<file path="config.mk">
export PLATFORM = sky130hd
export DESIGN_NAME = scv_bus_decode
export DESIGN_NICKNAME = d
export VERILOG_FILES = /design/src/hw/scv_pkg.sv /design/src/hw/scv_bus_decode.sv
export VERILOG_INCLUDE_DIRS = /design/src /design/src/include
export SDC_FILE = /design/constraint.sdc
export NUM_CORES = 1
export LEC_CHECK = 0
export BUFFER_PORTS_ARGS = -buffer_cell sky130_fd_sc_hd__clkbuf_2
export CAP_MARGIN = 20
export CORE_AREA = 10 10 47 49
export DETAILED_ROUTE_END_ITERATION = 8
export DIE_AREA = 0 0 57 59
export GPL_TIMING_DRIVEN = 0
export PLACE_DENSITY_LB_ADDON = 0.08
export SETUP_SLACK_MARGIN = 0.02
export SLEW_MARGIN = 40
export SYNTH_ARGS = -nofsm -noshare
export SYNTH_HDL_FRONTEND = slang
export SYNTH_SLANG_ARGS = --single-unit
</file>
<file path="constraint.sdc">
create_clock -name vclk -period 3.1
set_input_delay 0.62 -clock vclk [all_inputs]
set_output_delay 0.62 -clock vclk [all_outputs]
set_load 0.02 [all_outputs]
</file>
<file path="src/include/scv_mem_defines.svh">
//////////////////////////////////////////////////////////////////////
// sizes, clock divide and open-bus fill for the memory side
//////////////////////////////////////////////////////////////////////

`ifndef SCV_MEM_DEFINES_SVH
`define SCV_MEM_DEFINES_SVH

// boot ROM is 4 KiB at 0000
`define SCV_ROM_AW 12

// internal work RAM is 128 bytes at FF80
`define SCV_WRAM_AW 7

// master clock cycles per CPU clock cycle
// master clock is twice the video crystal, CPU runs at CLK / 14
`define SCV_CLK_DIV 14

// byte seen on the data bus when nothing drives it
`define SCV_OPEN_BUS 8'hFF

`endif

</file>
<file path="src/hw/scv_pkg.sv">
//////////////////////////////////////////////////////////////////////
// shared enums and packed structs for the memory side
//////////////////////////////////////////////////////////////////////

`include "scv_mem_defines.svh"

package scv_pkg;

  typedef enum logic {
    OP_READ  = 1'b0,
    OP_WRITE = 1'b1
  } bus_op_e;

  typedef enum logic [1:0] {
    REGION_ROM  = 2'd0,
    REGION_WRAM = 2'd1,
    REGION_OPEN = 2'd2
  } region_e;

  typedef enum logic [1:0] {
    ST_IDLE    = 2'd0,
    ST_WAIT_T1 = 2'd1,   // waiting for the next phase 1 rise
    ST_ADDR    = 2'd2,
    ST_DATA    = 2'd3
  } bus_state_e;

  typedef struct packed {
    bus_op_e     op;
    logic [15:0] addr;
    logic [7:0]  wdata;
  } bus_req_t;

  typedef struct packed {
    logic                   valid;
    logic [`SCV_ROM_AW-1:0] addr;
    logic [7:0]             data;
  } rom_init_t;

  // single-cycle strobes on the CPU clock edges
  typedef struct packed {
    logic cp1_pos;
    logic cp2_pos;
    logic cp2_neg;
  } phase_t;

endpackage

</file>
<file path="src/hw/scv_bus_decode.sv">
//////////////////////////////////////////////////////////////////////
// address decoder and read data mux with open-bus fill
//////////////////////////////////////////////////////////////////////

`timescale 1ns/1ps

`include "scv_mem_defines.svh"

module scv_bus_decode (
  input  logic [15:0]      addr_i,
  input  logic [7:0]       rom_data_i,
  input  logic [7:0]       wram_data_i,
  output scv_pkg::region_e region_o,
  output logic [7:0]       rdata_o
);

  logic rom_sel;
  logic wram_sel;

  assign rom_sel  = (addr_i[15:12] == 4'h0);   // 0000-0FFF
  assign wram_sel = &addr_i[15:7];             // FF80-FFFF

  always_comb begin
    if (rom_sel) begin
      region_o = scv_pkg::REGION_ROM;
    end else if (wram_sel) begin
      region_o = scv_pkg::REGION_WRAM;
    end else begin
      region_o = scv_pkg::REGION_OPEN;
    end
  end

  //////////////////////////////////////////////////////////////////////
  // read mux

  always_comb begin
    unique case (region_o)
      scv_pkg::REGION_ROM:  rdata_o = rom_data_i;
      scv_pkg::REGION_WRAM: rdata_o = wram_data_i;
      default:              rdata_o = `SCV_OPEN_BUS;  // nothing drives the bus
    endcase
  end

endmodule

</file>
==> run_results.csv <==
group,metric,value,unit
synthesis,synth_top_area_share,54.4,%
sta,fmax,429,MHz
global_routing,antenna_found_initial,0,
synthesis,netlist_area,129,um2
detailed_routing,drt_pre_antenna_iters,1,
min_path,hp-class,"input port to output port",
flow_run,drv_cap,0,
sta,rsz0062_at_grt,"no",
placed_design,port_buffers,35,
placed_design,hpwl,841,um
critical_path,cp.arrival,1.71,ns
floorplanning,die_height,59,um
synthesis,synthMuxAreaShare,0,%
synthesis,synth.distinct_cells,10,
finish,final_cell_count_no_fill,68,
sta,layout_min_cycle_time,2.33,ns
sta,hold_viol,0,
finish,fill_cells,170,
finish,num_antenna_cells,0,
critical_path,crit_path_end_kind,"output port",
global_routing,grt_overflow,0,
finish,final_nets,86,
finish,seq_cell_count,0,
critical_path,cp-start-kind,"input port",
sta,fin_tns_setup,0,ns
power,power.leakage,0.177,nW
critical_path,worstPathMaxFanout,9,
finish,register_area,0,um2
global_routing,track_usage,4.80,%
power,peakVddDrop,0.0274,mV
synthesis,synthCells,17,
finish,layout-drive-gt1-share,73.1,%
detailed_routing,drtIter0Drc,0,
synthesis,synthAdderAreaFrac,0,%
synthesis,syn-num-nets,49,
detailed_routing,wl_met1,371,um
synthesis,synth-compound-area-share,54.4,%
critical_path,required,2.48,ns
synthesis,yosysSeqAreaShare,0,%
synthesis,yosys.area_share.xor_xnor,0,%
floorplanning,ios,42,
detailed_routing,wirelength,903,um
power,power.density,79.9,mW/mm2
clock_network,postCtsResizedCells,0,
floorplanning,dieArea,0.00336,mm2
floorplanning,initial_core_util,9.20,%
global_routing,grt_pass1_vias,293,
finish,area_delta_synth_final,151,%
sta,setup_viol,0,
status,status,"complete, no violations",
finish,clockBufferCount,0,
global_routing,grt_pass1_wl,1.41,mm
detailed_routing,drtAntennaViolNets,0,
detailed_routing,wire_per_inst,13.3,um
finish,finish.utilization,23.1,%
synthesis,synth.avg_cell_area,7.58,um2
sta,drv_slew,0,
sta,worst_pin_slew,0.179,ns
detailed_routing,vias_per_cell,3.97,
floorplanning,fp-row-count,14,
synthesis,yosysWarnings,0,
synthesis,synth_top_family_by_area,"compound AO/OA/AOI/OAI gates",
sta,slew-limit-headroom,88.0,%
detailed_routing,num_vias,270,
detailed_routing,drc,0,
synthesis,synth_area_leaders,"o22a_1 (54%), buf_6 (8.7%), or4_4 (8.7%)",
floorplanning,die_w,57,um
detailed_routing,top_layer_used,"met3",
placed_design,place_congestion,0.549,
critical_path,critPathKind,"input port to output port",
placed_design,dp_cells,68,
detailed_routing,met2WireLength,371,um
sta,period_share,75.1,%
global_routing,grt_max_degree,11,
clock_network,ctsHoldBuffers,0,
clock_network,cts_setup_buffers,0,
detailed_routing,wl_met3,160,um
sta,hold_slack,1.58,ns
synthesis,synth_largest_area_cell,"o22a_1",
power,p_total,25.9,uW
synthesis,yosysMostFrequentCell,"o22a_1",
synthesis,synth-simple-area-share,30.1,%
floorplanning,coreArea,0.00140,mm2
metrics by stage:
stage	setup WS (ns)	area (um2)
4_1_cts	0.759	324
2_1_floorplan	0.952	129
3_3_place_gp	0.757	324
6_report	0.771	324
3_5_place_dp	0.759	324
5_1_grt	0.714	324
routing by layer:
layer	global-route usage [%]	vias up
li1	-	141
met1	5.24	103
met2	8.37	26
met3	2.79	0
met4	0	0
met5	0	-
placed cells by master, fill, tap and decap left out:
| master | synthesis | routed |
|---|---|---|
| and2_1 | 1 | 1 |
| buf_2 | 1 | 1 |
| buf_6 | 1 | 1 |
| clkbuf_2 | 0 | 35 |
| inv_1 | 1 | 1 |
| nand2_1 | 1 | 1 |
| nand3_1 | 1 | 1 |
| nand4_1 | 1 | 1 |
| o22a_1 | 8 | 8 |
| or3_1 | 1 | 1 |
| or4_4 | 1 | 1 |
critical path, cell delays in order:
cell      delay [ns]
clkbuf_2        0.09
or4_4           0.52
buf_6           0.15
o22a_1          0.17
clkbuf_2        0.15
cell type report:
type                            instances  area [um2]  area share (%)
Timing Repair Buffer                   35         175            54.1
Buffer                                  2        16.3            5.02
Inverter                                1        3.75            1.16
Multi-Input combinational cell         14         109            33.6
Tap cell                               16        20.0            6.18
where the power goes:
part	leakage [nW]	switching (mW)	internal, mW
clock	0	0	0
sequential	0	0	0
combinational	0.177	0.0102	0.0157
kinds of logic (layout without fill, tap and decap cells):
logic type      Yosys count  in the layout
compound gates            8              8
buf+inv                   3             38
simple gates              6              6
final timing paths:
kind	cells after the start	to	start	slack [ns]
hold / removal	3	rdata_o[4]	rom_data_i[4]	1.58
setup / recovery	5	rdata_o[1]	addr_i[12]	0.77
Note: power is estimated with default switching activity, not from simulation.
