[src/include/scv_mem_defines.svh]
//////////////////////////////////////////////////////////////////////
// sizes, clock divide and open-bus fill for the memory side
//////////////////////////////////////////////////////////////////////

`ifndef SCV_MEM_DEFINES_SVH
`define SCV_MEM_DEFINES_SVH

// boot ROM is 4 KiB at 0000
`define SCV_ROM_AW 12

// internal work RAM is 128 bytes at FF80
`define SCV_WRAM_AW 7

// master clock cycles per CPU clock cycle
// master clock is twice the video crystal, CPU runs at CLK / 14
`define SCV_CLK_DIV 14

// byte seen on the data bus when nothing drives it
`define SCV_OPEN_BUS 8'hFF

`endif

[src/hw/scv_pkg.sv]
//////////////////////////////////////////////////////////////////////
// shared enums and packed structs for the memory side
//////////////////////////////////////////////////////////////////////

`include "scv_mem_defines.svh"

package scv_pkg;

  typedef enum logic {
    OP_READ  = 1'b0,
    OP_WRITE = 1'b1
  } bus_op_e;

  typedef enum logic [1:0] {
    REGION_ROM  = 2'd0,
    REGION_WRAM = 2'd1,
    REGION_OPEN = 2'd2
  } region_e;

  typedef enum logic [1:0] {
    ST_IDLE    = 2'd0,
    ST_WAIT_T1 = 2'd1,   // waiting for the next phase 1 rise
    ST_ADDR    = 2'd2,
    ST_DATA    = 2'd3
  } bus_state_e;

  typedef struct packed {
    bus_op_e     op;
    logic [15:0] addr;
    logic [7:0]  wdata;
  } bus_req_t;

  typedef struct packed {
    logic                   valid;
    logic [`SCV_ROM_AW-1:0] addr;
    logic [7:0]             data;
  } rom_init_t;

  // single-cycle strobes on the CPU clock edges
  typedef struct packed {
    logic cp1_pos;
    logic cp2_pos;
    logic cp2_neg;
  } phase_t;

endpackage

[src/hw/scv_clkgen.sv]
//////////////////////////////////////////////////////////////////////
// divide-by-14 phase counter, CPU phase strobes and video clock enable
//////////////////////////////////////////////////////////////////////

`timescale 1ns/1ps

`include "scv_mem_defines.svh"

module scv_clkgen (
  input  logic            CLK,
  input  logic            rst_n_i,
  output scv_pkg::phase_t phase_o,
  output logic            vdc_ce_o
);

  localparam int CW = $clog2(`SCV_CLK_DIV);

  logic [CW-1:0] cnt_q;

  always_ff @(posedge CLK) begin
    if (!rst_n_i) begin
      cnt_q <= '0;
    end else if (cnt_q == CW'(`SCV_CLK_DIV - 1)) begin
      cnt_q <= '0;                             // wrap after 13
    end else begin
      cnt_q <= cnt_q + 1'b1;
    end
  end

  //////////////////////////////////////////////////////////////////////
  // strobe decode

  assign phase_o.cp2_neg = (cnt_q == CW'(0));
  assign phase_o.cp1_pos = (cnt_q == CW'(2));
  assign phase_o.cp2_pos = (cnt_q == CW'(6));

  // video clock is CLK / 7, two enables per CPU cycle
  assign vdc_ce_o = (cnt_q == CW'(2)) || (cnt_q == CW'(9));

endmodule

[config.mk]
export PLATFORM = sky130hd
export DESIGN_NAME = scv_clkgen
export DESIGN_NICKNAME = d
export VERILOG_FILES = /design/src/hw/scv_pkg.sv /design/src/hw/scv_clkgen.sv
export VERILOG_INCLUDE_DIRS = /design/src /design/src/include
export SDC_FILE = /design/constraint.sdc
export NUM_CORES = 1
export LEC_CHECK = 0
export ABC_CLOCK_PERIOD_IN_PS = 1490
export BUFFER_PORTS_ARGS = -buffer_cell sky130_fd_sc_hd__clkbuf_2
export CAP_MARGIN = 40
export CORE_AREA = 2 2 39 41
export CTS_CLUSTER_DIAMETER = 80
export DETAILED_ROUTE_END_ITERATION = 7
export DIE_AREA = 0 0 41 43
export HOLD_SLACK_MARGIN = 0.05
export PLACE_DENSITY = 0.36
export SETUP_SLACK_MARGIN = 0.05
export SYNTH_ARGS = -nofsm -noshare
export SYNTH_HDL_FRONTEND = slang
export SYNTH_SLANG_ARGS = --single-unit
[constraint.sdc]
create_clock -name CLK -period 1.49 [get_ports CLK]
set_clock_uncertainty 0.05 [all_clocks]
set_input_delay 0.3725 -clock CLK [delete_from_list [all_inputs] [get_ports CLK]]
set_output_delay 0.3725 -clock CLK [all_outputs]
set_load 0.02 [all_outputs]
==> impl_metrics.ini <==
[finish]
registers.top_by_ff_count = cnt_q
largest_register_ffs = 4
syn2layout_area_growth_pct = 75.8
final_cell_mix = buf_4 (8), clkbuf_4 (3)
num-fill-cells = 157
final_net_count = 47
registers_with_the_most_flip_flops = cnt_q x4
layout.cells.most_common = buf_4
antenna-diode-count = 0
final_layout_size_suffix_gt1_frac = 0.641

[clocking]
cts_hold_bufs = 0
cts-buffers-inserted = 3
cts_htree_levels = 1
clk_root_buffer_cell = clkbuf_4
clk_path_buf_depth = 2
worst_skew_pair.late_latency_ns = 0.24
clock_sinks = 4
worst_setup_hold_path_clk_slew_ns = 0.03
cts_tree = yes

[synth]
compound_cell_area_share_of_the_yosys_netlist = 0.200
post-synth-top-area-fraction = 0.337
netlist_instances = 26
ys_top_cells_by_area = dfxtp_1 (34%), ha_1 (21%), o211a_1 (8.4%)
main_combinational_cell_family_by_area_after_synthesis = adder cells
area_share_of_xor_xnor_cells_in_the_synthesized_design = 0
synth.area.mux_share = 0.0421
yosys.area.top_type = dfxtp_1
synthDistinctLibCells = 15
seq_area_frac_synth = 0.337
synth-seq-cells = 4
netlist_area_um2 = 238
syn-num-nets = 32
avgSynthCellArea_um2 = 9.14
ys_warn_count = 0
synth_simple_gate_area_frac = 0.163
post_synthesis_adder_cell_area_fraction = 0.211

[critical_path]
timing.reg2reg.worst_path_depth = 3
worstPathRequired_ns = 1.07
rr_endpoint = cnt_q[3]
worst_setup_path_end_kind = output pin
crit_path_start_kind = flop
worst_path_max_delay_cell = dfxtp_4
crit_path_cell_trace = inv_4 > ha_4 > nand2b_4 > a21oi_2 > clkbuf_8
r2r_slack_ns = 0.17
worst_path_largest_cell_delay_ns = 0.36
startpoint_to_endpoint_class_of_the_critical_path = reg -> out
worstReg2RegStart = cnt_q[2]
worst_ep_arrival_time_ns = 1.14
path_max_fanout = 4

[sta]
report.final.setup_viol = 4
timing.final.crit_period_ns = 1.57
grt_setup_unrepaired = yes
slew_worst_pin_ns = 0.250
setup_slack_ns = -0.0771
hold_viol_final = 0
final-max-slew-violation-count = 0
slew_headroom = 0.833
worst_hold_slack_ns = 0.347
fmax_mhz = 638
finalCritPeriodShare = 1.05

[route]
vias_per_cell = 4.29
post_drt_wl_per_cell_um = 9.93
drt_first_pass_iters = 2
remaining_drc_errors = 0
detail_route.wirelength_um = 546
dr_total_vias = 236
postRouteAntennaNets = 0
initialDrtViolationCount = 1

[placement]
post-place-ws_ns = 0.0428
detailedPlacementHpwl_um = 378
place.port_buffers = 5
finalWeightedCongestion = 0.603

[min_path]
worst_hold_path.endpoint = cnt_q[1]
worstHoldPathType = in -> reg
hold_path_startpoint = rst_n_i
hold_depth = 2

[floorplanning]
num_rows = 14
x_dimension_of_the_die_um = 41
fp.dieH_um = 43
core-area_mm2 = 0.00138
pin_count = 6
die-area_mm2 = 0.00176
initial_core_util = 0.172

[run_status]
failed_checks = negative setup slack
outcome = finished, violations left

[power]
seq_power_share = 0.358
p_leak_nw = 0.177
power.share.clock = 0.382
p_comb_frac = 0.260
power.density_mw_per_mm2 = 853
switchingPower_mw = 0.103
intPower_mw = 0.254
switching_share = 0.287
vdd_ir_max_uv = 467

[job]
maxCapViolations = 0

[grt]
antenna_found_initial = 0
met2_usage = 0.131
groute.usage.overall = 0.0863
first_global_vias = 236
grt_pass1_wl_um = 972
grt_busiest_layer = met2
global_route.usage.met1 = 0.0836
grt.overflow.total = 0
grt_use_met3 = 0.0942
grt_start_max_net_pins = 7
[metrics by stage]
step                total power [mW]  std cells   util  instance area, um^2  setup TNS [ns]
floorplan                      0.167         26      -                  246               0
global placement               0.186         48  0.216                  299               0
detailed placement             0.186         48  0.216                  299               0
CTS                            0.362         54  0.297                  410          -0.261
global route                   0.390         55  0.302                  418          -0.410
finish                         0.357         55  0.302                  418          -0.182
[synthesized netlist by cell type, drive strengths merged]
library cell  instances
a21boi                1
a21oi                 3
dfxtp                 4
ha                    4
inv                   3
mux2i                 1
nand2                 1
nand2b                1
nor2                  2
nor2b                 1
nor3b                 1
o211a                 2
o21ai                 1
or4                   1
[per-layer routing]
metal / part of all wire / up-vias
li1: - / 118
met1: 0.39 / 110
met2: 0.51 / 8
met3: 0.097 / 0
met4: 0 / 0
met5: 0 / -
[cell families (layout without fill, tap and decap cells)]
| group | Yosys count | count (layout) |
|---|---|---|
| compound gates | 7 | 7 |
| fa+ha+maj | 4 | 4 |
| buf+inv | 3 | 16 |
| flops | 4 | 4 |
| mux | 1 | 1 |
| simple gates | 7 | 7 |
[what timing repair did]
item                                    in CTS  in global routing
pin swaps                                    3                  0
endpoints found under the setup margin       4                  4
gates cloned                                 0                  0
buffers inserted                             3                  1
resized for setup                           20                  3
[how the worst max path moves through the flow]
| stage | from | end | cells after the start |
|---|---|---|---|
| after floorplan | cnt_q[0] | phase_o[1] | 4 |
| after global placement | cnt_q[1] | vdc_ce_o | 5 |
| after detailed placement | cnt_q[1] | vdc_ce_o | 5 |
| after CTS | cnt_q[0] | vdc_ce_o | 5 |
| after global routing | cnt_q[1] | vdc_ce_o | 5 |
| final | cnt_q[0] | vdc_ce_o | 5 |
[power groups by stage]
stage / Clock (mW) / Sequential, mW / Combinational (mW)
2_1_floorplan: 0 / 0.123 / 0.0441
3_3_place_gp: 0 / 0.125 / 0.0610
3_5_place_dp: 0 / 0.125 / 0.0615
4_1_cts: 0.143 / 0.128 / 0.0910
5_1_grt: 0.158 / 0.129 / 0.103
6_report: 0.136 / 0.128 / 0.0928
[final cells by class]
class	count	area, um^2	area share
flip-flops and latches	4	87.6	0.210
inverters	3	16.3	0.0389
well taps	16	20.0	0.0479
repair buffers	10	78.8	0.189
clock buffers	3	22.5	0.0539
multi-input cells	19	193	0.461
[critical path: cells and delay by family, from the launching register on]
family,cells,cell delay (ns)
and+or+nand+nor,1,0.06
AOI/OAI and AO/OA,1,0.14
buffers and inverters,2,0.23
DFF,1,0.36
adders and majority gates,1,0.13
Power figures use the tool's default switching activity.
