File: src/include/scv_mem_defines.svh
//////////////////////////////////////////////////////////////////////
// sizes, clock divide and open-bus fill for the memory side
//////////////////////////////////////////////////////////////////////

`ifndef SCV_MEM_DEFINES_SVH
`define SCV_MEM_DEFINES_SVH

// boot ROM is 4 KiB at 0000
`define SCV_ROM_AW 12

// internal work RAM is 128 bytes at FF80
`define SCV_WRAM_AW 7

// master clock cycles per CPU clock cycle
// master clock is twice the video crystal, CPU runs at CLK / 14
`define SCV_CLK_DIV 14

// byte seen on the data bus when nothing drives it
`define SCV_OPEN_BUS 8'hFF

`endif

File: src/hw/scv_pkg.sv
//////////////////////////////////////////////////////////////////////
// shared enums and packed structs for the memory side
//////////////////////////////////////////////////////////////////////

`include "scv_mem_defines.svh"

package scv_pkg;

  typedef enum logic {
    OP_READ  = 1'b0,
    OP_WRITE = 1'b1
  } bus_op_e;

  typedef enum logic [1:0] {
    REGION_ROM  = 2'd0,
    REGION_WRAM = 2'd1,
    REGION_OPEN = 2'd2
  } region_e;

  typedef enum logic [1:0] {
    ST_IDLE    = 2'd0,
    ST_WAIT_T1 = 2'd1,   // waiting for the next phase 1 rise
    ST_ADDR    = 2'd2,
    ST_DATA    = 2'd3
  } bus_state_e;

  typedef struct packed {
    bus_op_e     op;
    logic [15:0] addr;
    logic [7:0]  wdata;
  } bus_req_t;

  typedef struct packed {
    logic                   valid;
    logic [`SCV_ROM_AW-1:0] addr;
    logic [7:0]             data;
  } rom_init_t;

  // single-cycle strobes on the CPU clock edges
  typedef struct packed {
    logic cp1_pos;
    logic cp2_pos;
    logic cp2_neg;
  } phase_t;

endpackage

File: src/hw/scv_bus_fsm.sv
//////////////////////////////////////////////////////////////////////
// bus cycle sequencer, paces one request on the CPU phase strobes
//////////////////////////////////////////////////////////////////////

`timescale 1ns/1ps

module scv_bus_fsm (
  input  logic              CLK,
  input  logic              rst_n_i,
  input  logic              req_i,
  input  scv_pkg::bus_req_t req_data_i,
  input  scv_pkg::phase_t   phase_i,
  input  scv_pkg::region_e  region_i,
  input  logic [7:0]        rdata_mux_i,
  output logic [15:0]       addr_o,
  output logic [7:0]        wdata_o,
  output logic              wram_we_o,
  output logic              busy_o,
  output logic              done_o,
  output logic [7:0]        rdata_o
);

  scv_pkg::bus_state_e state_q;
  scv_pkg::bus_state_e state_d;
  scv_pkg::bus_req_t   req_q;   // held for the whole bus cycle
  logic [7:0]          rdata_q;
  logic                done_q;
  logic                accept;
  logic                end_cycle;

  assign accept    = (state_q == scv_pkg::ST_IDLE) && req_i;
  assign end_cycle = (state_q == scv_pkg::ST_DATA) && phase_i.cp2_neg;

  always_comb begin
    state_d = state_q;
    unique case (state_q)
      scv_pkg::ST_IDLE:    if (req_i) state_d = scv_pkg::ST_WAIT_T1;
      scv_pkg::ST_WAIT_T1: if (phase_i.cp1_pos) state_d = scv_pkg::ST_ADDR;
      scv_pkg::ST_ADDR:    if (phase_i.cp2_pos) state_d = scv_pkg::ST_DATA;
      scv_pkg::ST_DATA:    if (phase_i.cp2_neg) state_d = scv_pkg::ST_IDLE;
      default:             state_d = scv_pkg::ST_IDLE;
    endcase
  end

  always_ff @(posedge CLK) begin
    if (!rst_n_i) begin
      state_q <= scv_pkg::ST_IDLE;
      done_q  <= 1'b0;
      rdata_q <= 8'h00;
    end else begin
      state_q <= state_d;
      done_q  <= end_cycle;
      // writes leave the last read byte in place
      if (end_cycle && (req_q.op == scv_pkg::OP_READ)) begin
        rdata_q <= rdata_mux_i;
      end
    end
  end

  always_ff @(posedge CLK) begin
    if (accept) begin
      req_q <= req_data_i;
    end
  end

  // write strobe lands on the phase 2 rise, ROM and open bus writes are dropped
  assign wram_we_o = (state_q == scv_pkg::ST_ADDR) && phase_i.cp2_pos &&
                     (req_q.op == scv_pkg::OP_WRITE) &&
                     (region_i == scv_pkg::REGION_WRAM);

  assign addr_o  = req_q.addr;
  assign wdata_o = req_q.wdata;
  assign busy_o  = (state_q != scv_pkg::ST_IDLE) || done_q;  // stays up through done
  assign done_o  = done_q;
  assign rdata_o = rdata_q;

endmodule

File: config.mk
export PLATFORM = sky130hd
export DESIGN_NAME = scv_bus_fsm
export DESIGN_NICKNAME = d
export VERILOG_FILES = /design/src/hw/scv_pkg.sv /design/src/hw/scv_bus_fsm.sv
export VERILOG_INCLUDE_DIRS = /design/src /design/src/include
export SDC_FILE = /design/constraint.sdc
export NUM_CORES = 1
export LEC_CHECK = 0
export ABC_AREA = 1
export BUFFER_PORTS_ARGS = -buffer_cell sky130_fd_sc_hd__buf_2
export CAP_MARGIN = 30
export CORE_UTILIZATION = 47
export CTS_CLUSTER_SIZE = 12
export DETAILED_ROUTE_END_ITERATION = 6
export GPL_TIMING_DRIVEN = 0
export HOLD_SLACK_MARGIN = 0.02
export PLACE_DENSITY = 0.86
export SLEW_MARGIN = 30
export SYNTH_ARGS = -nofsm -noshare
export SYNTH_HDL_FRONTEND = slang
export SYNTH_SLANG_ARGS = --single-unit
File: constraint.sdc
create_clock -name CLK -period 4.4 [get_ports CLK]
set_input_delay 1.1 -clock CLK [delete_from_list [all_inputs] [get_ports CLK]]
set_output_delay 1.1 -clock CLK [all_outputs]
set_load 0.005 [all_outputs]
==> results.toml <==
[logic_synthesis]
synthDistinctLibCells = 13
syn_area_per_cell_um2 = 11.8
netlist_instances = 124
yosysSeqAreaShare = 0.666
syn-cell-area_mm2 = 0.00146
synth_top_area_share = 0.515
syn_nets = 169
synth.area.top_cells = "edfxtp_1 (52%), dfxtp_1 (15%), buf_4 (12%)"
synth-seq-cells = 36
ys_warn_count = 0
synth_top_cell_by_area = "edfxtp_1"

[layout]
area_growth_pct = 32.6
n_fill_cell = 238
fin_nets = 252
utilization = 0.678
drive_gt1_frac = 0.534
num_antenna_cells = 0

[worst_setup_path]
path_max_fanout = 2
arrival_ps = 1590
start_kind = "input port"
slowest_delay_ps = 220
path_cells = "buf_2 > inv_1 > nor4_1 > buf_2"
critical_path_class = "input port to output port"
cpMaxStageDelayCell = "nor4_1"
crit_path_end_kind = "output port"
crit_required_ps = 3300
cpMostUsedCell = "buf_2"

[clock_tree]
cts.sinks = 36
cts_max_level = 2
cts_max_path_buffers = 2
cts_tree = "done"
path_clk_slew_ps = 90
numCtsBuffers = 5
cts_resized = 0
cts_root_buf = "clkbuf_4"
clk_latency_ps = 320
post_cts_buffers = 0
cts_hold_buffers = 0

[sta]
setup_ws_ps = 1710
fin_tns_setup_ps = 0
setup_viol = 0
rsz0062_at_grt = "no"
timing.fmax_ghz = 0.372
slew_headroom = 0.665
finClkSkew_ps = 9.66
fin_crit_sh = 0.611
hold_viol = 0
tightestPinTransition_ps = 502
slew_violations = 0
layout_min_cycle_time_ps = 2690

[drt]
ant_nets = 0
first_iter_violations = 40
vias = 1045
drc_errors = 8
wl_per_cell_um = 10.1
firstDrtPassIters = 6
vias_per_cell = 4.37
routed_wl_um = 2410

[die]
dieWidth_um = 57.7
fp-row-count = 19
start_util = 0.511
core_area_mm2 = 0.00285
dieArea_mm2 = 0.00333
die_h_um = 57.7
pin_count = 76

[global_routing]
grt_max_degree = 26
grt_pass1_wl_um = 3800
antenna_found_initial = 0
grt_overflow_total = 0
grt_pass1_vias = 916
grt_usage = 0.157

[outcome]
status = "finished, violations left"
violations = "DRC"

[place]
post-place-ws_ps = 1700
port_buffers = 75
hpwl_um = 1870
gp_congestion = 0.704

[min_path]
worstHoldPathType = "flip-flop to flip-flop"

[pwr]
power_density_mw_per_mm2 = 451
total_leakage_power_nw = 0.983
vdd_drop_max_mv = 0.206

[run]
maxCapViolations = 0
-- Yosys cell counts --
library cell  number
edfxtp_1          25
buf_4             24
nor2_1            22
nand2_1           13
dfxtp_1           11
inv_1             11
o21ai_0            8
ha_1               4
nor2_4             2
buf_2              1
inv_2              1
nand2_2            1
nor4_1             1
-- per-stage QoR --
stage | power, mW | hold slack (ps) | std cells | instance area, um2
floorplan | 0.626 | 497 | 124 | 1460
global placement | 0.712 | 488 | 230 | 1870
detailed placement | 0.722 | 498 | 230 | 1870
CTS | 0.881 | 524 | 238 | 1920
global route | 0.927 | 547 | 239 | 1930
finish | 0.872 | 519 | 239 | 1930
-- final timing paths --
path	cells past startpoint	slack [ps]	startpoint	to
hold reg to reg	2	520	rdata_o[7]$_SDFFE_PN0P_	rdata_o[7]$_SDFFE_PN0P_
setup / recovery	4	1710	phase_i[1]	wram_we_o
setup reg to reg	5	2780	state_q[0]$_SDFFE_PN0P_	wdata_o[5]$_DFFE_PP_
hold / removal	2	520	rdata_o[7]$_SDFFE_PN0P_	rdata_o[7]$_SDFFE_PN0P_
-- sequential cells by signal (all words and copies together), names as in the netlist --
signal   flops
done_o       1
req_q        1
addr_o      16
wdata_o      8
rdata_o      8
state_q      2
-- worst max-delay path: cells and delay by family --
family                 cells  cell delay (ps)
and+or+nand+nor            1              220
buffers and inverters      3              270
-- layout make-up --
| cell class | count | area (um2) | area share |
|---|---|---|---|
| Tap cell | 31 | 38.8 | 0.0201 |
| Clock inverter | 1 | 5.00 | 0.00259 |
| Inverter | 12 | 45.0 | 0.0233 |
| Buffer | 25 | 185 | 0.0958 |
| Clock buffer | 7 | 45.0 | 0.0233 |
| Sequential cell | 36 | 971 | 0.502 |
| Multi-Input combinational cell | 51 | 256 | 0.133 |
| Timing Repair Buffer | 76 | 387 | 0.200 |
-- cell usage in the layout, fill, tap and decap left out --
cell      instances
ha_1              4
dfxtp_1          11
nor2_4            2
inv_2             1
buf_4            24
nand2_2           1
clkbuf_4          5
clkbuf_1          2
buf_6             1
inv_1            11
edfxtp_1         25
nand2_1          13
o21ai_0           8
clkinv_2          1
nor2_1           22
nor4_1            1
buf_2            76
-- power breakdown --
group	total, mW	leakage, nW	internal, mW	switching [mW]
combinational	0.252	0.628	0.136	0.116
clock	0.157	0.0293	0.0623	0.0946
sequential	0.463	0.325	0.440	0.0233
-- routing by layer --
metal / vias to the layer above / track usage / share of wire
li1: 540 / - / -
met1: 441 / 0.174 / 0.40
met2: 59 / 0.266 / 0.47
met3: 5 / 0.0558 / 0.12
met4: 0 / 0.0816 / 0.016
met5: - / 0 / 0
-- kinds of logic after synthesis --
logic type	share of synthesized area
AO/OA/AOI/OAI	0.0275
flip-flops	0.666
buffers and inverters	0.158
adder cells (fa/ha/maj)	0.0343
AND/OR/NAND/NOR	0.114
Power figures use the tool's default switching activity.
